File: config.mk
export PLATFORM = sky130hd
export DESIGN_NAME = byte_parity_flat
export DESIGN_NICKNAME = d
export VERILOG_FILES = /design/src/logic/mem_pkg.sv /design/src/logic/mem_ifs.sv /design/src/logic/byte_parity.sv /design/src/flat_wrapper.sv
export VERILOG_INCLUDE_DIRS = /design/src /design/src/logic
export SDC_FILE = /design/constraint.sdc
export NUM_CORES = 1
export LEC_CHECK = 0
export ABC_AREA = 1
export BUFFER_PORTS_ARGS = -buffer_cell sky130_fd_sc_hd__buf_2
export CORE_AREA = 5 5 74 76
export DETAILED_ROUTE_END_ITERATION = 8
export DIE_AREA = 0 0 79 81
export PLACE_DENSITY = 0.85
export SYNTH_ARGS = -nofsm -noshare
export SYNTH_HDL_FRONTEND = slang
export SYNTH_SLANG_ARGS = --single-unit
File: constraint.sdc
create_clock -name vclk -period 1.71
set_input_delay 0.342 -clock vclk [all_inputs]
set_output_delay 0.342 -clock vclk [all_outputs]
set_load 0.03 [all_outputs]
File: src/logic/mem_macros.svh
// Scratch memory size parameters
`ifndef MEM_MACROS_SVH
`define MEM_MACROS_SVH

// user side word and address
`define MEM_DW 32
`define MEM_AW 8

// one hard macro, 64 words of 32 bits
`define MACRO_AW 6
`define MACRO_W 32

// byte lanes in a user word
`define MEM_BW (`MEM_DW / 8)

// fill run length port
`define FILL_LW 8

`endif

File: src/logic/mem_pkg.sv
// Scratch memory types
`include "mem_macros.svh"

package mem_pkg;

    // each data byte is followed by its even parity bit
    localparam int STORE_W = `MEM_DW + `MEM_BW;

    // code 2'b11 is reserved, the controller drops it
    typedef enum logic [1:0] {
        OP_READ  = 2'b00,
        OP_WRITE = 2'b01,
        OP_FILL  = 2'b10
    } mem_op_e;

endpackage

File: src/logic/mem_ifs.sv
// Memory access interfaces
`timescale 1ns/1ps
`include "mem_macros.svh"

// word level access, controller to parity codec
interface cmd_if;
    logic                ce;
    logic                we;
    logic [`MEM_BW-1:0]  be;     // byte enables
    logic [`MEM_AW-1:0]  addr;
    logic [`MEM_DW-1:0]  wdata;
    logic [`MEM_DW-1:0]  rdata;
    logic                rerr;   // parity mismatch on read data

    modport ctrl (
        output ce, we, be, addr, wdata,
        input  rdata, rerr
    );

    modport codec (
        input  ce, we, be, addr, wdata,
        output rdata, rerr
    );
endinterface

// stored word access, parity codec to tiler
interface store_if import mem_pkg::*; ();
    logic                ce;
    logic                we;
    logic [STORE_W-1:0]  wmask;  // per bit write mask
    logic [`MEM_AW-1:0]  addr;
    logic [STORE_W-1:0]  din;
    logic [STORE_W-1:0]  dout;

    modport codec (
        output ce, we, wmask, addr, din,
        input  dout
    );

    modport ram (
        input  ce, we, wmask, addr, din,
        output dout
    );
endinterface

File: src/logic/byte_parity.sv
// Byte parity codec
`timescale 1ns/1ps
`include "mem_macros.svh"

module byte_parity import mem_pkg::*; (
    input logic      inject_err,
    cmd_if.codec     cmd,
    store_if.codec   store
);

    logic [`MEM_BW-1:0] wpar;  // parity bits to store
    logic [`MEM_BW-1:0] rbad;  // per byte read mismatch

    assign store.ce   = cmd.ce;
    assign store.we   = cmd.we;
    assign store.addr = cmd.addr;

    // even parity per byte, byte 0 flipped for production test
    always_comb begin
        for (int i = 0; i < `MEM_BW; i++) begin
            wpar[i] = ^cmd.wdata[8*i +: 8];
        end
        wpar[0] = wpar[0] ^ inject_err;
    end

    // layout per lane is {parity, byte}
    always_comb begin
        store.din   = '0;
        store.wmask = '0;
        for (int i = 0; i < `MEM_BW; i++) begin
            store.din[9*i +: 8]   = cmd.wdata[8*i +: 8];
            store.din[9*i + 8]    = wpar[i];
            store.wmask[9*i +: 9] = {9{cmd.be[i]}};  // byte enable covers its parity bit
        end
    end

    always_comb begin
        for (int i = 0; i < `MEM_BW; i++) begin
            cmd.rdata[8*i +: 8] = store.dout[9*i +: 8];
            rbad[i]             = ^store.dout[9*i +: 9];  // odd count means bad lane
        end
    end

    assign cmd.rerr = |rbad;

endmodule

File: src/flat_wrapper.sv
// flat-port wrapper written by rule: the top's interface ports become plain ports
module byte_parity_flat import mem_pkg::*;
  (inject_err, cmd_ce, cmd_we, cmd_be, cmd_addr, cmd_wdata, cmd_rdata, cmd_rerr, store_ce, store_we, store_wmask, store_addr, store_din, store_dout);
  cmd_if cmd_i ();
  store_if store_i ();
  input logic inject_err;
  input wire logic [$bits(cmd_i.ce)-1:0] cmd_ce;
  input wire logic [$bits(cmd_i.we)-1:0] cmd_we;
  input wire logic [$bits(cmd_i.be)-1:0] cmd_be;
  input wire logic [$bits(cmd_i.addr)-1:0] cmd_addr;
  input wire logic [$bits(cmd_i.wdata)-1:0] cmd_wdata;
  output wire logic [$bits(cmd_i.rdata)-1:0] cmd_rdata;
  output wire logic [$bits(cmd_i.rerr)-1:0] cmd_rerr;
  output wire logic [$bits(store_i.ce)-1:0] store_ce;
  output wire logic [$bits(store_i.we)-1:0] store_we;
  output wire logic [$bits(store_i.wmask)-1:0] store_wmask;
  output wire logic [$bits(store_i.addr)-1:0] store_addr;
  output wire logic [$bits(store_i.din)-1:0] store_din;
  input wire logic [$bits(store_i.dout)-1:0] store_dout;
  assign cmd_i.ce = cmd_ce;
  assign cmd_i.we = cmd_we;
  assign cmd_i.be = cmd_be;
  assign cmd_i.addr = cmd_addr;
  assign cmd_i.wdata = cmd_wdata;
  assign cmd_rdata = cmd_i.rdata;
  assign cmd_rerr = cmd_i.rerr;
  assign store_ce = store_i.ce;
  assign store_we = store_i.we;
  assign store_wmask = store_i.wmask;
  assign store_addr = store_i.addr;
  assign store_din = store_i.din;
  assign store_i.dout = store_dout;
  byte_parity u_core (.inject_err(inject_err), .cmd(cmd_i), .store(store_i));
endmodule
=== After elaboration in Yosys (flattened, before gate mapping) ===
Index checks and enable logic that the tools add are counted.

* Bits in writable memories: 0
* Input port bits: 83
* Word-level logic and storage cells: 10
* Bits in read-only memories: 0
* Bits in latches: 0
* Register bits: 0
* Memories: 0

* Add/subtract/negate cells: 0
* Divide/modulo/power cells: 0
* Eq/ne operators: 0
* Multiply operators: 0
* Order comparisons: 0
* Multiplexer cells: 0
* Bitwise logic cells: 1
* Shift-type cells: 0
* Reductions and logical operators: 9

{| class="wikitable"
|+ Operators by type and width
! operator !! count
|-
| XOR reduction 9 bit || 4
|-
| XOR reduction 8 bit || 4
|-
| OR reduction 4 bit || 1
|-
| bitwise XOR 1 bit || 1
|}

=== Depth between registers and ports, before layout ===
Gate-level depths: netlist of run 1.

* Word-level depth: 2
* Depth in mapped cells: 12
* Depth with buffers taken out: 12

=== Least setup slack after synthesis of run 1 ===
OpenSTA, ideal clock, no wires.

* Kind: input to output
* From: in cmd_wdata[13]
* To: out store_din[17]
* Setup slack: 211 ps
* Arrival: 1157 ps
* Required time: 1368 ps
* Stages on the path: 3
* Cells stage by stage: xor2_1 xnor2_1 xnor2_1

* Word-level cells in the longest chain between the ends: 1

{| class="wikitable"
|+ Ends and longest elaborated chain
! what !! RTL line !! text
|-
| from (decl) || flat_wrapper.sv:11 || <nowiki>input wire logic [$bits(cmd_i.wdata)-1:0] cmd_wdata;</nowiki>
|-
| XOR reduction 8 bit || byte_parity.sv:21 || <nowiki>wpar[i] = ^cmd.wdata[8*i +: 8];</nowiki>
|-
| to (decl) || flat_wrapper.sv:18 || <nowiki>output wire logic [$bits(store_i.din)-1:0] store_din;</nowiki>
|}

Every way passes these cells.

=== Final worst setup path of run 1 ===
* From: in cmd_wdata[0]
* To: out store_din[8]

* Word-level cells in the longest chain between the ends: 2

{| class="wikitable"
|+ Ends and longest elaborated chain
! what !! RTL line !! text
|-
| XOR reduction 8 bit || byte_parity.sv:21 ||
|-
| bitwise XOR 1 bit || byte_parity.sv:23 || <nowiki>wpar[0] = wpar[0] ^ inject_err;</nowiki>
|}

Every way passes these cells.

==> results of run 1 <==
[power groups by stage]
stage / Combinational, mW / Sequential, mW / Clock, mW
floorplan: 0.806 / 0 / 0
global placement: 0.741 / 0 / 0
detailed placement: 0.755 / 0 / 0
CTS: 0.758 / 0 / 0
global route: 0.852 / 0 / 0
finish: 0.786 / 0 / 0
[repair_timing]
action,in CTS,in global routing
gates resized for setup,0,33
setup buffers,0,0
endpoints found under the setup margin,0,2
[worst paths after layout]
| kind | depth (start not counted) | from | to |
|---|---|---|---|
| max | 10 | cmd_wdata[0] | store_din[8] |
| min | 0 | cmd_addr[1] | store_addr[1] |
[layer usage]
layer,up-vias,wire length [um],track usage (%)
met4,0,5,0.344
met3,3,572,2.99
met2,109,1970,18.2
li1,730,-,-
met5,-,0,0
met1,594,1200,9.93
[critical path, stage by stage]
cell and delay (ps):
buf_6 100, xnor2_2 130, or2_1 250, nand2_1 80
nand2_1 60, nand2_1 50, nand2_1 50, nand2_1 60
inv_1 40, buf_6 130
[cell families after synthesis]
kind of cell / synth area share, %
xor+xnor: 22.4
buf+inv: 56.7
simple gates: 20.9
[placed cells by master (no fill, tap or decap), drive strengths merged]
cell type,synthesis,layout
buf,110,138
inv,28,28
nand2,68,68
nand3,14,14
nand3b,1,1
nor2,1,1
or2,1,1
xnor2,28,28
xor2,14,14
[layout make-up]
type                       instances  area [um^2]
multi-input combinational        127          763
inverter                          28          110
fill                             494         2980
timing repair buffer             138          738
tap                               54         67.6
[metrics by stage]
step / power, mW / utilization, % / instances / setup slack [ps]
after global routing: 0.852 / 36.0 / 347 / -12.8
after CTS: 0.758 / 33.8 / 347 / 15.0
after floorplan: 0.806 / - / 265 / 211
after detailed placement: 0.755 / 33.8 / 347 / 14.4
final: 0.786 / 36.0 / 347 / 65.4
after global placement: 0.741 / 33.8 / 347 / 25.1
==> results.txt, run 1 <==
Crit-path max FO -> 2
Core Region -> 0.00466 mm^2
Max_cap viols -> 0
DR iter-0 viols -> 11
CP required -> 1370 ps
Final Hold Viols -> 0
Total I/O pin count -> 198
Worst EP arrival -> 1300 ps
Wire length per cell -> 10.8 um
Clock share of power -> 0%
Most frequent cell after synthesis -> buf_4
TNS Setup -> 0 ps
Die Y -> 81 um
Pin count of the biggest net entering global routing -> 10
Leading area contributor after synthesis -> buf_4
Outcome -> finished, final reports clean
Register area -> 0 um^2
Startpoint Class -> input pin
# nets final -> 378
Detailed-route DRC error count -> 0
Fmax -> 608 MHz
Post-synth top cells -> buf_4 (110), nand2_1 (68), inv_1 (28), xnor2_1 (28)
Distinct cells, synth -> 9
Vias per cell -> 4.14
Sequential share of power -> 0%
Ant diodes -> 0
Final WL -> 3750 um
Row cnt -> 25
Hold-fix buffers, CTS -> 0
Mapped Nets -> 348
Largest cells by area after synthesis -> buf_4 (50%), nand2_1 (16%), xnor2_1 (15%), xor2_1 (7.5%), inv_1 (6.4%)
Post-synthesis sequential area ratio -> 0%
Rel. slew slack -> 85.6%
Sequential cell count -> 0
Area share of the largest cell type after synthesis -> 50.3%
Initial antenna violation count -> 0
Fraction of layout cells with a size suffix above 1 -> 51.9%
Slew @ Worst Pin -> 215 ps
Final HPWL DP -> 3450 um
Peak supply drop -> 0.000244 V
Final antenna-violating net count -> 0
Cells after synthesis -> 265
Finished Cell Area -> 0.00168 mm^2
Via Count -> 1436
Final Slew Violations -> 0
WHS -> 684 ps
Area delta synth->final -> 2.29%
Hold/Removal Path Class -> input pin to output port
Gp weighted congestion -> 0.711
CP Capture Type -> output port
Final Cycle Share -> 96.2%
DR pass1 iterations -> 4
Grt total ovfl -> 0
Final setup fails -> 0
Die ar. -> 0.00640 mm^2
Vias in the first global route -> 1238
Min Tclk post-route -> 1640 ps
Starting density of the core -> 35.2%
Net Sw Frac -> 62.4%
Net Switching -> 0.491 mW
Number of clock buffers in the layout -> 0
RSZ-0062 raised after global routing -> yes
I/O Buffers -> 138
WS Path Type -> input pin to output port
Post-DP Area -> 0.00157 mm^2
First-pass GRT wire length -> 5050 um
Comb pwr share -> 100.0%
Die width -> 79 um
Pwr Density -> 468 mW/mm^2
Syn avg cell area -> 6.19 um^2
Pleak -> 1.08 nW
Int Pwr -> 0.296 mW
Total GRT Usage -> 9.18%
Synth Warn # -> 0
Synthesized cell area -> 0.00164 mm^2
(Power assumes the default switching activity.)
==> run 2, diff against run 1 <==
--- a/config.mk
+++ b/config.mk
@@ -12,6 +12,7 @@
 export DETAILED_ROUTE_END_ITERATION = 8
 export DIE_AREA = 0 0 79 81
 export PLACE_DENSITY = 0.85
+export REMOVE_ABC_BUFFERS = 1
 export SYNTH_ARGS = -nofsm -noshare
 export SYNTH_HDL_FRONTEND = slang
 export SYNTH_SLANG_ARGS = --single-unit
==> run 2 against run 1 <==
Net effect:
- sequential cell count did not move
- combinational power about the same
- worst setup slack better by 4.8 ps
- largest cell class unchanged
- highest routed layer is now met5
- critical path type unchanged
==> results.txt, run 2 (synthesized netlist as in run 1, its figures left out) <==
Final Cycle Share -> 95.9% (-0.28 points)
Comb pwr share -> 100.0% (about the same)
Die Y -> 81 um (unchanged)
# nets final -> 378 (unchanged)
Final Slew Violations -> 0 (unchanged)
Finished Cell Area -> 0.00167 mm^2 (-0.60%)
Final HPWL DP -> 3860 um (+12%)
WS Path Type -> input pin to output port
Total I/O pin count -> 198 (unchanged)
Vias in the first global route -> 1339 (+8.2%)
Clock share of power -> 0% (unchanged)
First-pass GRT wire length -> 5970 um (+18%)
DR pass1 iterations -> 4 (unchanged)
Hold-fix buffers, CTS -> 0 (unchanged)
CP required -> 1370 ps (about the same)
Final WS setup -> 70.3 ps (+4.83 ps)
CP Capture Type -> output port
Hold/Removal Path Class -> input pin to output port
Wire length per cell -> 12.2 um (+13%)
Max_cap viols -> 0 (unchanged)
Gp weighted congestion -> 0.732 (+3.0%)
Post-cts sizing count -> 0 (unchanged)
Initial antenna violation count -> 0 (unchanged)
Startpoint Class -> input pin
Die ar. -> 0.00640 mm^2 (unchanged)
Outcome -> finished, final reports clean
Fmax -> 610 MHz (+0.29%)
Pin count of the biggest net entering global routing -> 10 (unchanged)
Final WL -> 4250 um (+13%)
Fraction of layout cells with a size suffix above 1 -> 50.2% (-1.7 points)
Cells after DPL -> 347 (unchanged)
TNS Setup -> 0 ps (unchanged)
Most frequent cells in the layout -> buf_2 (130), nand2_1 (64), xnor2_1 (27), inv_1 (26)
Int Pwr -> 0.299 mW (+1.1%)
Row cnt -> 25 (unchanged)
Ant diodes -> 0 (unchanged)
Finished Layout Cells -> 347 (unchanged)
Final setup fails -> 0 (unchanged)
Pleak -> 1.07 nW (-0.67%)
Die width -> 79 um (unchanged)
Grt total ovfl -> 0 (unchanged)
Net Sw Frac -> 62.1% (-0.30 points)
Post-DP Area -> 0.00157 mm^2 (unchanged)
Area delta synth->final -> 1.68%
Min Tclk post-route -> 1640 ps (-4.83 ps)
Crit-path max FO -> 2 (unchanged)
Sequential cell count -> 0 (unchanged)
Peak supply drop -> 0.000221 V (-9.4%)
WHS -> 684 ps (+0.253 ps)
Setup Buffers After CTS -> 0 (unchanged)
Worst EP arrival -> 1300 ps (about the same)
Total GRT Usage -> 11.4% (+2.2 points)
Fillers -> 491 (-0.61%)
Vias per cell -> 4.24 (+2.4%)
Fin util -> 35.8% (-0.21 points)
Pwr Density -> 472 mW/mm^2 (+0.86%)
Starting density of the core -> 35.2% (unchanged)
Detailed-route DRC error count -> 0 (unchanged)
DR iter-0 viols -> 18 (+7)
Number of clock buffers in the layout -> 0 (unchanged)
Final Hold Viols -> 0 (unchanged)
Final antenna-violating net count -> 0 (unchanged)
Register area -> 0 um^2 (unchanged)
Pre-CTS worst setup slack -> 51.0 ps (+36.6 ps)
Via Count -> 1470 (+2.4%)
Power, Total -> 0.788 mW (+0.26%)
Slew @ Worst Pin -> 196 ps (-19.9 ps)
I/O Buffers -> 138 (unchanged)
Rel. slew slack -> 86.9% (+1.3 points)
RSZ-0062 raised after global routing -> yes
Core Region -> 0.00466 mm^2 (unchanged)
Commonest non-fill, non-tap cell in the layout -> buf_2
Net Switching -> 0.490 mW (-0.23%)
Sequential share of power -> 0% (unchanged)
==> run 2: changes by cell type in the layout (fill, tap and decap cells not counted), moves of 2 or more <==
cell | before | now
buf_6 | 4 | 7
nand2_1 | 61 | 64
inv_2 | 0 | 2
inv_4 | 2 | 0
nand2_2 | 6 | 4
nand3_1 | 11 | 13
nand3_2 | 3 | 1
==> run 2: per-layer routing <==
layer	global-route usage, %	part of all wire, %	vias to the layer above
li1	-	-	734
met1	10.2	28	583
met2	21.2	48	149
met3	8.43	22	2
met4	0	0	2
met5	6.67	1.3	-
==> run 2: worst max-delay path, cell delays in order <==
cell     delay, ps
buf_8          100
xnor2_4        130
or2_1          250
nand2_1         70
nand2_1         60
nand2_1         60
nand2_1         50
nand2_2         70
inv_2           30
buf_6          120
==> run 2: layout make-up <==
class / instances / area [um^2] / area share (%)
timing repair buffer: 138 / 744 / 44.6
inverter: 28 / 105 / 6.30
multi-input combinational: 127 / 752 / 45.1
tap: 54 / 67.6 / 4.05
==> run 2: power groups by stage <==
stage          clock network (mW)  logic, mW  registers (mW)
6_report                        0      0.788               0
5_1_grt                         0      0.865               0
4_1_cts                         0      0.756               0
3_5_place_dp                    0      0.755               0
3_3_place_gp                    0      0.744               0
2_1_floorplan                   0      0.325               0
==> run 2: final timing paths <==
check,start,to,slack [ps],cells past startpoint
worst max-delay path,cmd_wdata[0],store_din[8],70,10
worst min-delay path,cmd_addr[3],store_addr[3],680,0
