File: config.mk
export PLATFORM = sky130hd
export DESIGN_NAME = mem_ctrl_flat
export DESIGN_NICKNAME = d
export VERILOG_FILES = /design/src/logic/mem_pkg.sv /design/src/logic/mem_ifs.sv /design/src/logic/mem_ctrl.sv /design/src/flat_wrapper.sv
export VERILOG_INCLUDE_DIRS = /design/src /design/src/logic
export SDC_FILE = /design/constraint.sdc
export NUM_CORES = 1
export LEC_CHECK = 0
export BUFFER_PORTS_ARGS = -buffer_cell sky130_fd_sc_hd__buf_2
export CAP_MARGIN = 20
export CORE_ASPECT_RATIO = 1.2
export CORE_MARGIN = 1
export CORE_UTILIZATION = 44
export CTS_BUF_LIST = sky130_fd_sc_hd__clkbuf_4
export DETAILED_ROUTE_END_ITERATION = 12
export GPL_ROUTABILITY_DRIVEN = 0
export GPL_TIMING_DRIVEN = 1
export HOLD_SLACK_MARGIN = 0.02
export PLACE_DENSITY = 0.91
export SYNTH_ARGS = -nofsm -noshare
export SYNTH_HDL_FRONTEND = slang
export SYNTH_SLANG_ARGS = --single-unit
File: constraint.sdc
create_clock -name clk -period 2.1 [get_ports clk]
set_input_delay 0 -clock clk [delete_from_list [all_inputs] [get_ports clk]]
set_output_delay 0 -clock clk [all_outputs]
set_load 0.03 [all_outputs]
File: src/logic/mem_macros.svh
// Scratch memory size parameters
`ifndef MEM_MACROS_SVH
`define MEM_MACROS_SVH

// user side word and address
`define MEM_DW 32
`define MEM_AW 8

// one hard macro, 64 words of 32 bits
`define MACRO_AW 6
`define MACRO_W 32

// byte lanes in a user word
`define MEM_BW (`MEM_DW / 8)

// fill run length port
`define FILL_LW 8

`endif

File: src/logic/mem_pkg.sv
// Scratch memory types
`include "mem_macros.svh"

package mem_pkg;

    // each data byte is followed by its even parity bit
    localparam int STORE_W = `MEM_DW + `MEM_BW;

    // code 2'b11 is reserved, the controller drops it
    typedef enum logic [1:0] {
        OP_READ  = 2'b00,
        OP_WRITE = 2'b01,
        OP_FILL  = 2'b10
    } mem_op_e;

endpackage

File: src/logic/mem_ifs.sv
// Memory access interfaces
`timescale 1ns/1ps
`include "mem_macros.svh"

// word level access, controller to parity codec
interface cmd_if;
    logic                ce;
    logic                we;
    logic [`MEM_BW-1:0]  be;     // byte enables
    logic [`MEM_AW-1:0]  addr;
    logic [`MEM_DW-1:0]  wdata;
    logic [`MEM_DW-1:0]  rdata;
    logic                rerr;   // parity mismatch on read data

    modport ctrl (
        output ce, we, be, addr, wdata,
        input  rdata, rerr
    );

    modport codec (
        input  ce, we, be, addr, wdata,
        output rdata, rerr
    );
endinterface


File: src/logic/mem_ctrl.sv
// Request controller
`timescale 1ns/1ps
`include "mem_macros.svh"

module mem_ctrl import mem_pkg::*; (
    input  logic                clk,
    input  logic                rst_n,
    input  logic                req_valid,
    input  mem_op_e             req_op,
    input  logic [`MEM_AW-1:0]  req_addr,
    input  logic [`MEM_BW-1:0]  req_be,
    input  logic [`MEM_DW-1:0]  req_data,
    input  logic [`FILL_LW-1:0] req_len,
    output logic                busy,
    output logic                drop,
    output logic                rsp_valid,
    output logic [`MEM_DW-1:0]  rsp_data,
    output logic                rsp_err,
    cmd_if.ctrl                 cmd
);

    logic                take;       // strobe accepted in idle
    logic                op_known;
    logic [`MEM_AW-1:0]  fill_addr;
    logic [`FILL_LW-1:0] remain;     // fill words still to write
    logic [`MEM_DW-1:0]  fill_data;

    assign op_known = (req_op == OP_READ) || (req_op == OP_WRITE) || (req_op == OP_FILL);
    assign take     = req_valid && !busy && op_known;

    // busy doubles as the state bit, low is idle and high is fill
    always_ff @(posedge clk) begin
        if (!rst_n) begin
            busy      <= 1'b0;
            drop      <= 1'b0;
            rsp_valid <= 1'b0;
            fill_addr <= '0;
            remain    <= '0;
        end else begin
            rsp_valid <= take && (req_op == OP_READ);  // same edge as macro read
            drop      <= req_valid && (busy || !op_known);
            if (busy) begin
                fill_addr <= fill_addr + 1'b1;  // wraps modulo depth
                remain    <= remain - 1'b1;
                if (remain == `FILL_LW'(1)) begin
                    busy <= 1'b0;
                end
            end else if (take && (req_op == OP_FILL)) begin
                busy      <= 1'b1;
                fill_addr <= req_addr;
                remain    <= (req_len == '0) ? `FILL_LW'(1) : req_len;  // zero means one word
            end
        end
    end

    always_ff @(posedge clk) begin
        if (take && (req_op == OP_FILL)) begin
            fill_data <= req_data;
        end
    end

    always_comb begin
        if (busy) begin
            cmd.ce    = 1'b1;
            cmd.we    = 1'b1;
            cmd.be    = '1;  // fill writes whole words
            cmd.addr  = fill_addr;
            cmd.wdata = fill_data;
        end else begin
            cmd.ce    = take && (req_op != OP_FILL);
            cmd.we    = take && (req_op == OP_WRITE);
            cmd.be    = req_be;
            cmd.addr  = req_addr;
            cmd.wdata = req_data;
        end
    end

    // response fields are quiet outside the response cycle
    assign rsp_data = rsp_valid ? cmd.rdata : '0;
    assign rsp_err  = rsp_valid && cmd.rerr;

endmodule

File: src/flat_wrapper.sv
// flat-port wrapper written by rule: the top's interface ports become plain ports
module mem_ctrl_flat import mem_pkg::*;
  (clk, rst_n, req_valid, req_op, req_addr, req_be, req_data, req_len, busy, drop, rsp_valid, rsp_data, rsp_err, cmd_ce, cmd_we, cmd_be, cmd_addr, cmd_wdata, cmd_rdata, cmd_rerr);
  cmd_if cmd_i ();
  input  logic clk;
  input  logic rst_n;
  input  logic req_valid;
  input  mem_op_e req_op;
  input  logic [`MEM_AW-1:0] req_addr;
  input  logic [`MEM_BW-1:0] req_be;
  input  logic [`MEM_DW-1:0] req_data;
  input  logic [`FILL_LW-1:0] req_len;
  output logic busy;
  output logic drop;
  output logic rsp_valid;
  output logic [`MEM_DW-1:0] rsp_data;
  output logic rsp_err;
  output wire logic [$bits(cmd_i.ce)-1:0] cmd_ce;
  output wire logic [$bits(cmd_i.we)-1:0] cmd_we;
  output wire logic [$bits(cmd_i.be)-1:0] cmd_be;
  output wire logic [$bits(cmd_i.addr)-1:0] cmd_addr;
  output wire logic [$bits(cmd_i.wdata)-1:0] cmd_wdata;
  input wire logic [$bits(cmd_i.rdata)-1:0] cmd_rdata;
  input wire logic [$bits(cmd_i.rerr)-1:0] cmd_rerr;
  assign cmd_ce = cmd_i.ce;
  assign cmd_we = cmd_i.we;
  assign cmd_be = cmd_i.be;
  assign cmd_addr = cmd_i.addr;
  assign cmd_wdata = cmd_i.wdata;
  assign cmd_i.rdata = cmd_rdata;
  assign cmd_i.rerr = cmd_rerr;
  mem_ctrl u_core (.clk(clk), .rst_n(rst_n), .req_valid(req_valid), .req_op(req_op), .req_addr(req_addr), .req_be(req_be), .req_data(req_data), .req_len(req_len), .busy(busy), .drop(drop), .rsp_valid(rsp_valid), .rsp_data(rsp_data), .rsp_err(rsp_err), .cmd(cmd_i));
endmodule
# Yosys cells after proc, flatten, opt, wreduce, memory -nomap -nowiden
# Index checks and enable logic that the tools add are counted.
[word_totals]
reg_bits = 51
input_bits = 90
wordCells = 42
[classes]
n_addsub = 2
eq_ne = 4
n_mux = 14
reduce_logical = 16
[ops]
columns = ["op", "count"]
rows = [
  ["32-bit two-way mux", 2],
  ["8-bit two-way mux", 6],
  ["8-bit by 1-bit adder with 8-bit output (second input constant)", 1],
  ["8-bit by 1-bit equality test with 1-bit output (second input constant)", 1],
  ["1-bit logical AND", 8],
  ["8-bit logical NOT", 1],
  ["8-bit by 1-bit subtractor with 8-bit output (second input constant)", 1],
  ["1-bit two-way mux", 5],
  ["4-bit two-way mux", 1],
  ["1-bit logical OR", 3],
  ["2-bit by 1-bit equality test with 1-bit output (second input constant)", 1],
  ["2-bit equality test (second input constant)", 1],
  ["1-bit logical NOT", 2],
  ["2-bit logical NOT", 1],
  ["2-bit != test (second input constant)", 1],
  ["2-bit nonzero test", 1],
]

# Longest topological paths before layout
# Gate-level depths: netlist of the first run.
[depth]
word_depth = 7
ltp_mapped = 7

# Worst setup path before layout of the first run
# Ideal clock, no wire load.
[synth_timing]
kind = "reg-to-reg"
from = "register u_core.busy"
to = "register u_core.remain[2]"
t_arrival_ps = 1665
t_required_ps = 2009
setup_slack_ps = 344
path_stages_with_launch = 8
n_path_buf = 3
path_cell_list = "dfxtp_1 > buf_2 > nand4bb_1 > buf_2 > inv_1 > buf_4 > a221oi_1 > a311oi_1"
[synth_between]
elab_chain_len = 5
elab_cells_between_ends = 6
classes_between = "mux: 1; reduce/logical: 5"
[synth_lines]
columns = ["item", "line_no", "rtl"]
rows = [
  ["start, declared", "mem_ctrl.sv:14", "output logic busy,"],
  ["start signal, assigned", "mem_ctrl.sv:34", "busy <= 1'b0;"],
  ["start signal, assigned", "mem_ctrl.sv:46", "busy <= 1'b0;"],
  ["start signal, assigned", "mem_ctrl.sv:49", "busy <= 1'b1;"],
  ["1-bit logical NOT", "mem_ctrl.sv:29", "assign take = req_valid && !busy && op_known;"],
  ["1-bit logical AND (2 in series)", "mem_ctrl.sv:29", ""],
  ["1-bit logical AND", "mem_ctrl.sv:48", "end else if (take && (req_op == OP_FILL)) begin"],
  ["2-bit nonzero test (no source line)", "-", ""],
  ["end signal, assigned", "mem_ctrl.sv:44", "remain <= remain - 1'b1;"],
  ["end signal, assigned", "mem_ctrl.sv:51", "remain <= (req_len == '0) ? `FILL_LW'(1) : req_len;"],
  ["end, declared", "mem_ctrl.sv:25", "logic [`FILL_LW-1:0] remain;"],
]
# Several ways; a longest one is shown, not always the timed one.
# A chain may end at the register's enable or synchronous reset.

# Final worst setup path of the first run
[layout_timing]
from = "register u_core.busy"
to = "output port cmd_we"
[layout_between]
elab_chain_len = 5
[layout_lines]
columns = ["item", "line_no", "rtl"]
rows = [
  ["1-bit logical NOT", "mem_ctrl.sv:29", ""],
  ["1-bit logical AND (2 in series)", "mem_ctrl.sv:29", ""],
  ["1-bit logical AND", "mem_ctrl.sv:71", "cmd.we = take && (req_op == OP_WRITE);"],
  ["1-bit two-way mux *", "mem_ctrl.sv:63", "if (busy) begin"],
  ["end, declared", "flat_wrapper.sv:19", "output wire logic [$bits(cmd_i.we)-1:0] cmd_we;"],
]
# Mark *: on every way between the ends. The rest lies on a longest branch, timed or not.

==> impl_metrics.ini, run 1 <==
[run_status]
status = complete, no violations

[pwr]
swShare_pct = 32.64
p_per_area_nw_per_um2 = 535.2
p_leak_nw = 1.949
clockPowerShare_pct = 21.2
power_frac_seq_pct = 50.1
power_switching_w = 0.0007457
ir_drop_uv = 387.2
combPwrFrac_pct = 28.7
internal_power_w = 0.001539

[synth]
synthesis.nets = 343
syn-cell-area_um2 = 2764
synth_edf_count = 32
syn_inst = 250
avgSynthCellArea_um2 = 11.06
async_reset_ff_share_pct = 0
synth_flop_cell = edfxtp_1
yosysWarnings = 0
synth_seq_cells = 51
ys_seq_area_share_pct = 48.53
synth_cell_type_count = 51

[layout]
final_net_count = 558
layout_commonest_cell = buf_2
syn2layout_area_growth_pct = 54.46
stdcell_count = 551
final_cell_mix = 171 x buf_2, 50 x dlygate4sd3_1, 37 x mux2_2
drive_gt1_share_pct = 48.71
nFillCells = 441

[grt]
grtUsageTotal_pct = 27.09
gr-total-overflow = 0
grt_pass1_vias = 2834
grt_pass1_wl_mm = 13.26
grt_max_degree = 72
antenna_found_initial = 3

[cts]
postCtsSetupRepairBufs = 0
cts_tree = done
cts_buffer_depth = 2
numCtsBuffers = 5
cts-root-buf = clkbuf_4
cts_max_level = 2
clk_latency_ps = 380
cts.reportedPaths.clkPinSlew_ps = 150
clock_sinks = 51

[worst_setup_path]
critPathArrivalTime_ps = 1890
crit_fanout = 71
critical_path_class = reg -> out
cp.required_ps = 2100
endpoint_kind = output pin
cp-start-kind = flop

[die]
start_util_pct = 45.68
coreArea_um2 = 6051
rows = 31
dieArea_um2 = 6604
die_h_um = 88.82
ioPinCount = 172
die_x_um = 74.35

[drt]
vias = 2934
via_per_inst = 5.325
avgRoutedWirePerCell_um = 16.84
met1_length_mm = 3.164
top_layer = met4
drt_iter0_drc = 148
wl_met3_um = 584
first_pass_iters = 4
wl_met2_mm = 5.221
finalWirelength_mm = 9.277
antenna_left = 0
drc_errors = 0

[placed_design]
dp_hpwl_mm = 5.928
placed_cells = 490
io_buffers = 171

[timing]
worst_slew_pin_slew_ps = 764.1
finalSetupTns_ps = 0
period_needed_ps = 1886
rsz0062_at_grt = false
fmax_ghz = 0.5302
slew_viol_final = 0
max_slew_margin_pct = 48.99
skew_ps = 11.88
holdWs_ps = 40.30
setup_viol = 0
period_share_pct = 89.81
final-hold-violation-count = 0

[min_path]
holdCritPathClass = in -> reg

[flow_run]
cap_violations = 0
## through the flow
stage	total power [W]	cell area (um^2)	utilization [%]	setup slack, ps
3_3_place_gp	0.001718	3697	61.10	578.7
4_1_cts	0.002276	4262	70.43	218.4
2_1_floorplan	0.001520	2764	-	344.1
6_report	0.002285	4269	70.55	214.1
3_5_place_dp	0.001734	3697	61.10	464.7
5_1_grt	0.002377	4269	70.55	78.96
## cells in the mapped netlist (all sizes together) (3+ instances only)
library cell,n,area share (%)
nand3,6,1.1
a2bb2oi,3,0.95
nand4,3,0.68
mux2,37,15
o31a,3,1.0
nand2,12,1.6
and2,33,7.5
dfxtp,19,14
or2,4,0.91
a211oi,3,0.81
a21oi,8,1.4
nor4,5,1.1
o21ai,4,0.72
buf,9,1.7
edfxtp,32,35
nand2b,3,0.68
ha,3,1.4
inv,10,1.4
nor2,5,0.68
clkbuf,7,0.95
nor3,5,0.91
## metal layers
| layer | track usage [%] | up-vias |
|---|---|---|
| met2 | 54.46 | 138 |
| met3 | 5.011 | 25 |
| met5 | 0 | - |
| met4 | 15.09 | 0 |
| li1 | - | 1363 |
| met1 | 24.69 | 1408 |
## path summary, 6_finish.rpt
| kind | start | to | slack, ps | cells after the start |
|---|---|---|---|---|
| min | req_addr[0] | u_core.fill_addr[0] | 40 | 3 |
| max reg2reg | u_core.busy | u_core.remain[1] | 310 | 4 |
| min reg2reg | u_core.remain[3] | u_core.remain[3] | 530 | 2 |
| max | u_core.busy | cmd_we | 210 | 5 |
## cell type report
cell class	count	area, um^2	area share, %
Multi-Input combinational cell	172	1308	30.63
Inverter	11	41.29	0.9672
Sequential cell	51	1343	31.45
Tap cell	82	102.6	2.403
Clock inverter	3	26.28	0.6155
Clock buffer	5	37.54	0.8793
Timing Repair Buffer	224	1404	32.88
Antenna cell	3	7.507	0.1759
## state kept, by name, summed over array words and instances (netlist names)
signal	flops
u_core.remain	8
u_core.busy	1
u_core.rsp_valid	1
u_core.drop	1
u_core.fill_data	32
u_core.fill_addr	8
## worst max-delay path, stage by stage, from the launching register on
cell,delay [ps]
dfxtp_2,390
buf_12,300
clkinv_1,310
o21ai_0,180
o21a_1,140
buf_2,180
## power by group through the flow
| stage | sequential, W | clock (W) | combinational, W |
|---|---|---|---|
| 2_1_floorplan | 0.00116 | 0 | 0.000364 |
| 3_3_place_gp | 0.00116 | 0 | 0.000557 |
| 3_5_place_dp | 0.00116 | 0 | 0.000569 |
| 4_1_cts | 0.00114 | 0.000491 | 0.000643 |
| 5_1_grt | 0.00115 | 0.000526 | 0.000701 |
| 6_report | 0.00114 | 0.000485 | 0.000655 |
## cell families after synthesis
logic type / after synthesis / synth area share, %
AOI/OAI and AO/OA: 40 / 10.68
DFF: 51 / 48.53
and+or+nand+nor: 90 / 19.47
buffers and inverters: 27 / 4.165
adders and majority gates: 3 / 1.358
muxes: 39 / 15.80
## timing repair
action	4_1_cts	5_1_grt
hold endpoints to repair	48	0
resized for setup	0	0
hold buffers	50	0
(Power assumes the default switching activity.)
==> run 2, diff against run 1 <==
==> constraint.sdc (replaced) <==
create_clock -name clk -period 2.1 [get_ports clk]
set_input_delay 0.21 -clock clk [delete_from_list [all_inputs] [get_ports clk]]
set_output_delay 0.21 -clock clk [all_outputs]
set_load 0.03 [all_outputs]
==> run 2 against run 1 <==
Net effect:
- non-clock buffer count fell by 15
- clock power increased by 1%
- routed wire length fell by 4.5%
- first-iteration DRC count shrank 33%
- sequential power is essentially flat
- clock skew down 4.3 ps
- worst setup slack worse by 16 ps
==> impl_metrics.ini, run 2 (synthesized netlist as in run 1, its figures left out) <==
[run_status]
status = complete, no violations

[cts]
clock_sinks = 51
cts-root-buf = clkbuf_4
clk_latency_ps = 370
cts_buffer_depth = 2
numCtsBuffers = 5
cts_tree = done
cts.reportedPaths.clkPinSlew_ps = 170
cts_max_level = 2

[layout]
syn2layout_area_growth_pct = 48.08
reg.largest.list = u_core.fill_data x32, u_core.fill_addr x8, u_core.remain x8
top_register = u_core.fill_data
final_cell_mix = 171 x buf_2, 37 x mux2_2, 33 x and2_1
drive_gt1_share_pct = 51.22
multi_input_area_um2 = 1308
final_area_um2 = 4093
layout_commonest_cell = buf_2
final_net_count = 543
largest_register_ffs = 32
regArea_um2 = 1343
utilization_pct = 67.64
nFillCells = 469

[worst_setup_path]
critical_path_class = reg -> out
crit_fanout = 68
critPathArrivalTime_ps = 1690
critical-path-top-delay-family = buffers and inverters
crit_start = u_core.busy
path_depth = 3
endpoint_kind = output pin
cp_cell_sequence = buf_12 > mux2_2 > buf_2
max_stage_delay_ps = 420
r2r_cells = 5
cpMaxStageDelayCell = dfxtp_2
path_buf_inv = 2
worstReg2RegStart = u_core.busy
cp.required_ps = 1890
cp-start-kind = flop

[timing]
skew_ps = 7.610
period_share_pct = 90.58
worst_slew_pin_slew_ps = 511.8
setup_viol = 0
slew_viol_final = 0
final-hold-violation-count = 0
rsz0062_at_grt = false
finalSetupTns_ps = 0
fmax_ghz = 0.5257
period_needed_ps = 1902
holdWs_ps = 61.22
max_slew_margin_pct = 65.56

[pwr]
p_leak_nw = 1.879
p_per_area_nw_per_um2 = 552.5
ir_drop_uv = 392.1

[drt]
first_pass_iters = 4
finalWirelength_mm = 8.862
via_per_inst = 5.283
drc_errors = 0
avgRoutedWirePerCell_um = 16.60
antenna_left = 0
drt_iter0_drc = 99
vias = 2821

[die]
die_h_um = 88.82
coreArea_um2 = 6051
ioPinCount = 172
dieArea_um2 = 6604
die_x_um = 74.35
start_util_pct = 45.68
rows = 31

[flow_run]
cap_violations = 0

[placed_design]
placed_cell_area_um2 = 3715
dp_hpwl_mm = 6.075
io_buffers = 171

[grt]
grt_pass1_wl_mm = 12.83
grt_pass1_vias = 2652
grtUsageTotal_pct = 26.06
antenna_found_initial = 1
gr-total-overflow = 0
grt_max_degree = 69

[min_path]
holdCritPathClass = in -> reg
hold_depth = 1
hold_path_startpoint = req_data[2]
run 2: changes by cell type in the layout (fill, tap and decap cells not counted), sizes merged:
| cell | before | now |
|---|---|---|
| clkinvlp | 0 | 1 |
| diode | 3 | 1 |
| clkinv | 2 | 1 |
| buf | 174 | 178 |
| dlygate4sd3 | 50 | 31 |
run 2: worst paths after layout:
check / end / slack [ps]
max: cmd_wdata[18] / 200
min: u_core.fill_data[2] / 60
max reg2reg: u_core.remain[4] / 470
min reg2reg: u_core.fill_addr[4] / 560
run 2: power by group:
group          internal, W  total [W]  switching, W
sequential         0.00111    0.00114     0.0000343
combinational     0.000268   0.000629      0.000361
clock             0.000144   0.000490      0.000347
run 2: metrics by stage:
stage / total power, W / setup WS [ps] / cells
finish: 0.002261 / 197.7 / 534
global route: 0.002371 / 109.5 / 534
CTS: 0.002272 / 199.1 / 533
detailed placement: 0.001737 / 472.8 / 494
global placement: 0.001718 / 610.7 / 494
floorplan: 0.001520 / 218.7 / 250
run 2: final cells by class:
| class | instances | share of cell area (%) |
|---|---|---|
| flip-flops and latches | 51 | 32.80 |
| clock inverters | 3 | 0.6726 |
| inverters | 11 | 1.009 |
| diodes | 1 | 0.06114 |
| multi-input cells | 172 | 31.95 |
| well taps | 82 | 2.507 |
| repair buffers | 209 | 30.08 |
| clock buffers | 5 | 0.9171 |
run 2: what timing repair did:
| item | CTS | global route |
|---|---|---|
| hold buffers | 31 | 0 |
| resized for setup | 0 | 0 |
| setup buffers | 0 | 0 |
| hold endpoints to repair | 31 | 0 |
| setup endpoints to repair | 0 | 0 |
run 2: layer usage:
layer / vias up / GRT usage, % / routed length [um]
met5: - / 0 / 0
met4: 0 / 11.84 / 214
met3: 20 / 5.923 / 605
met2: 126 / 49.34 / 4796
met1: 1349 / 26.83 / 3246
li1: 1326 / - / -
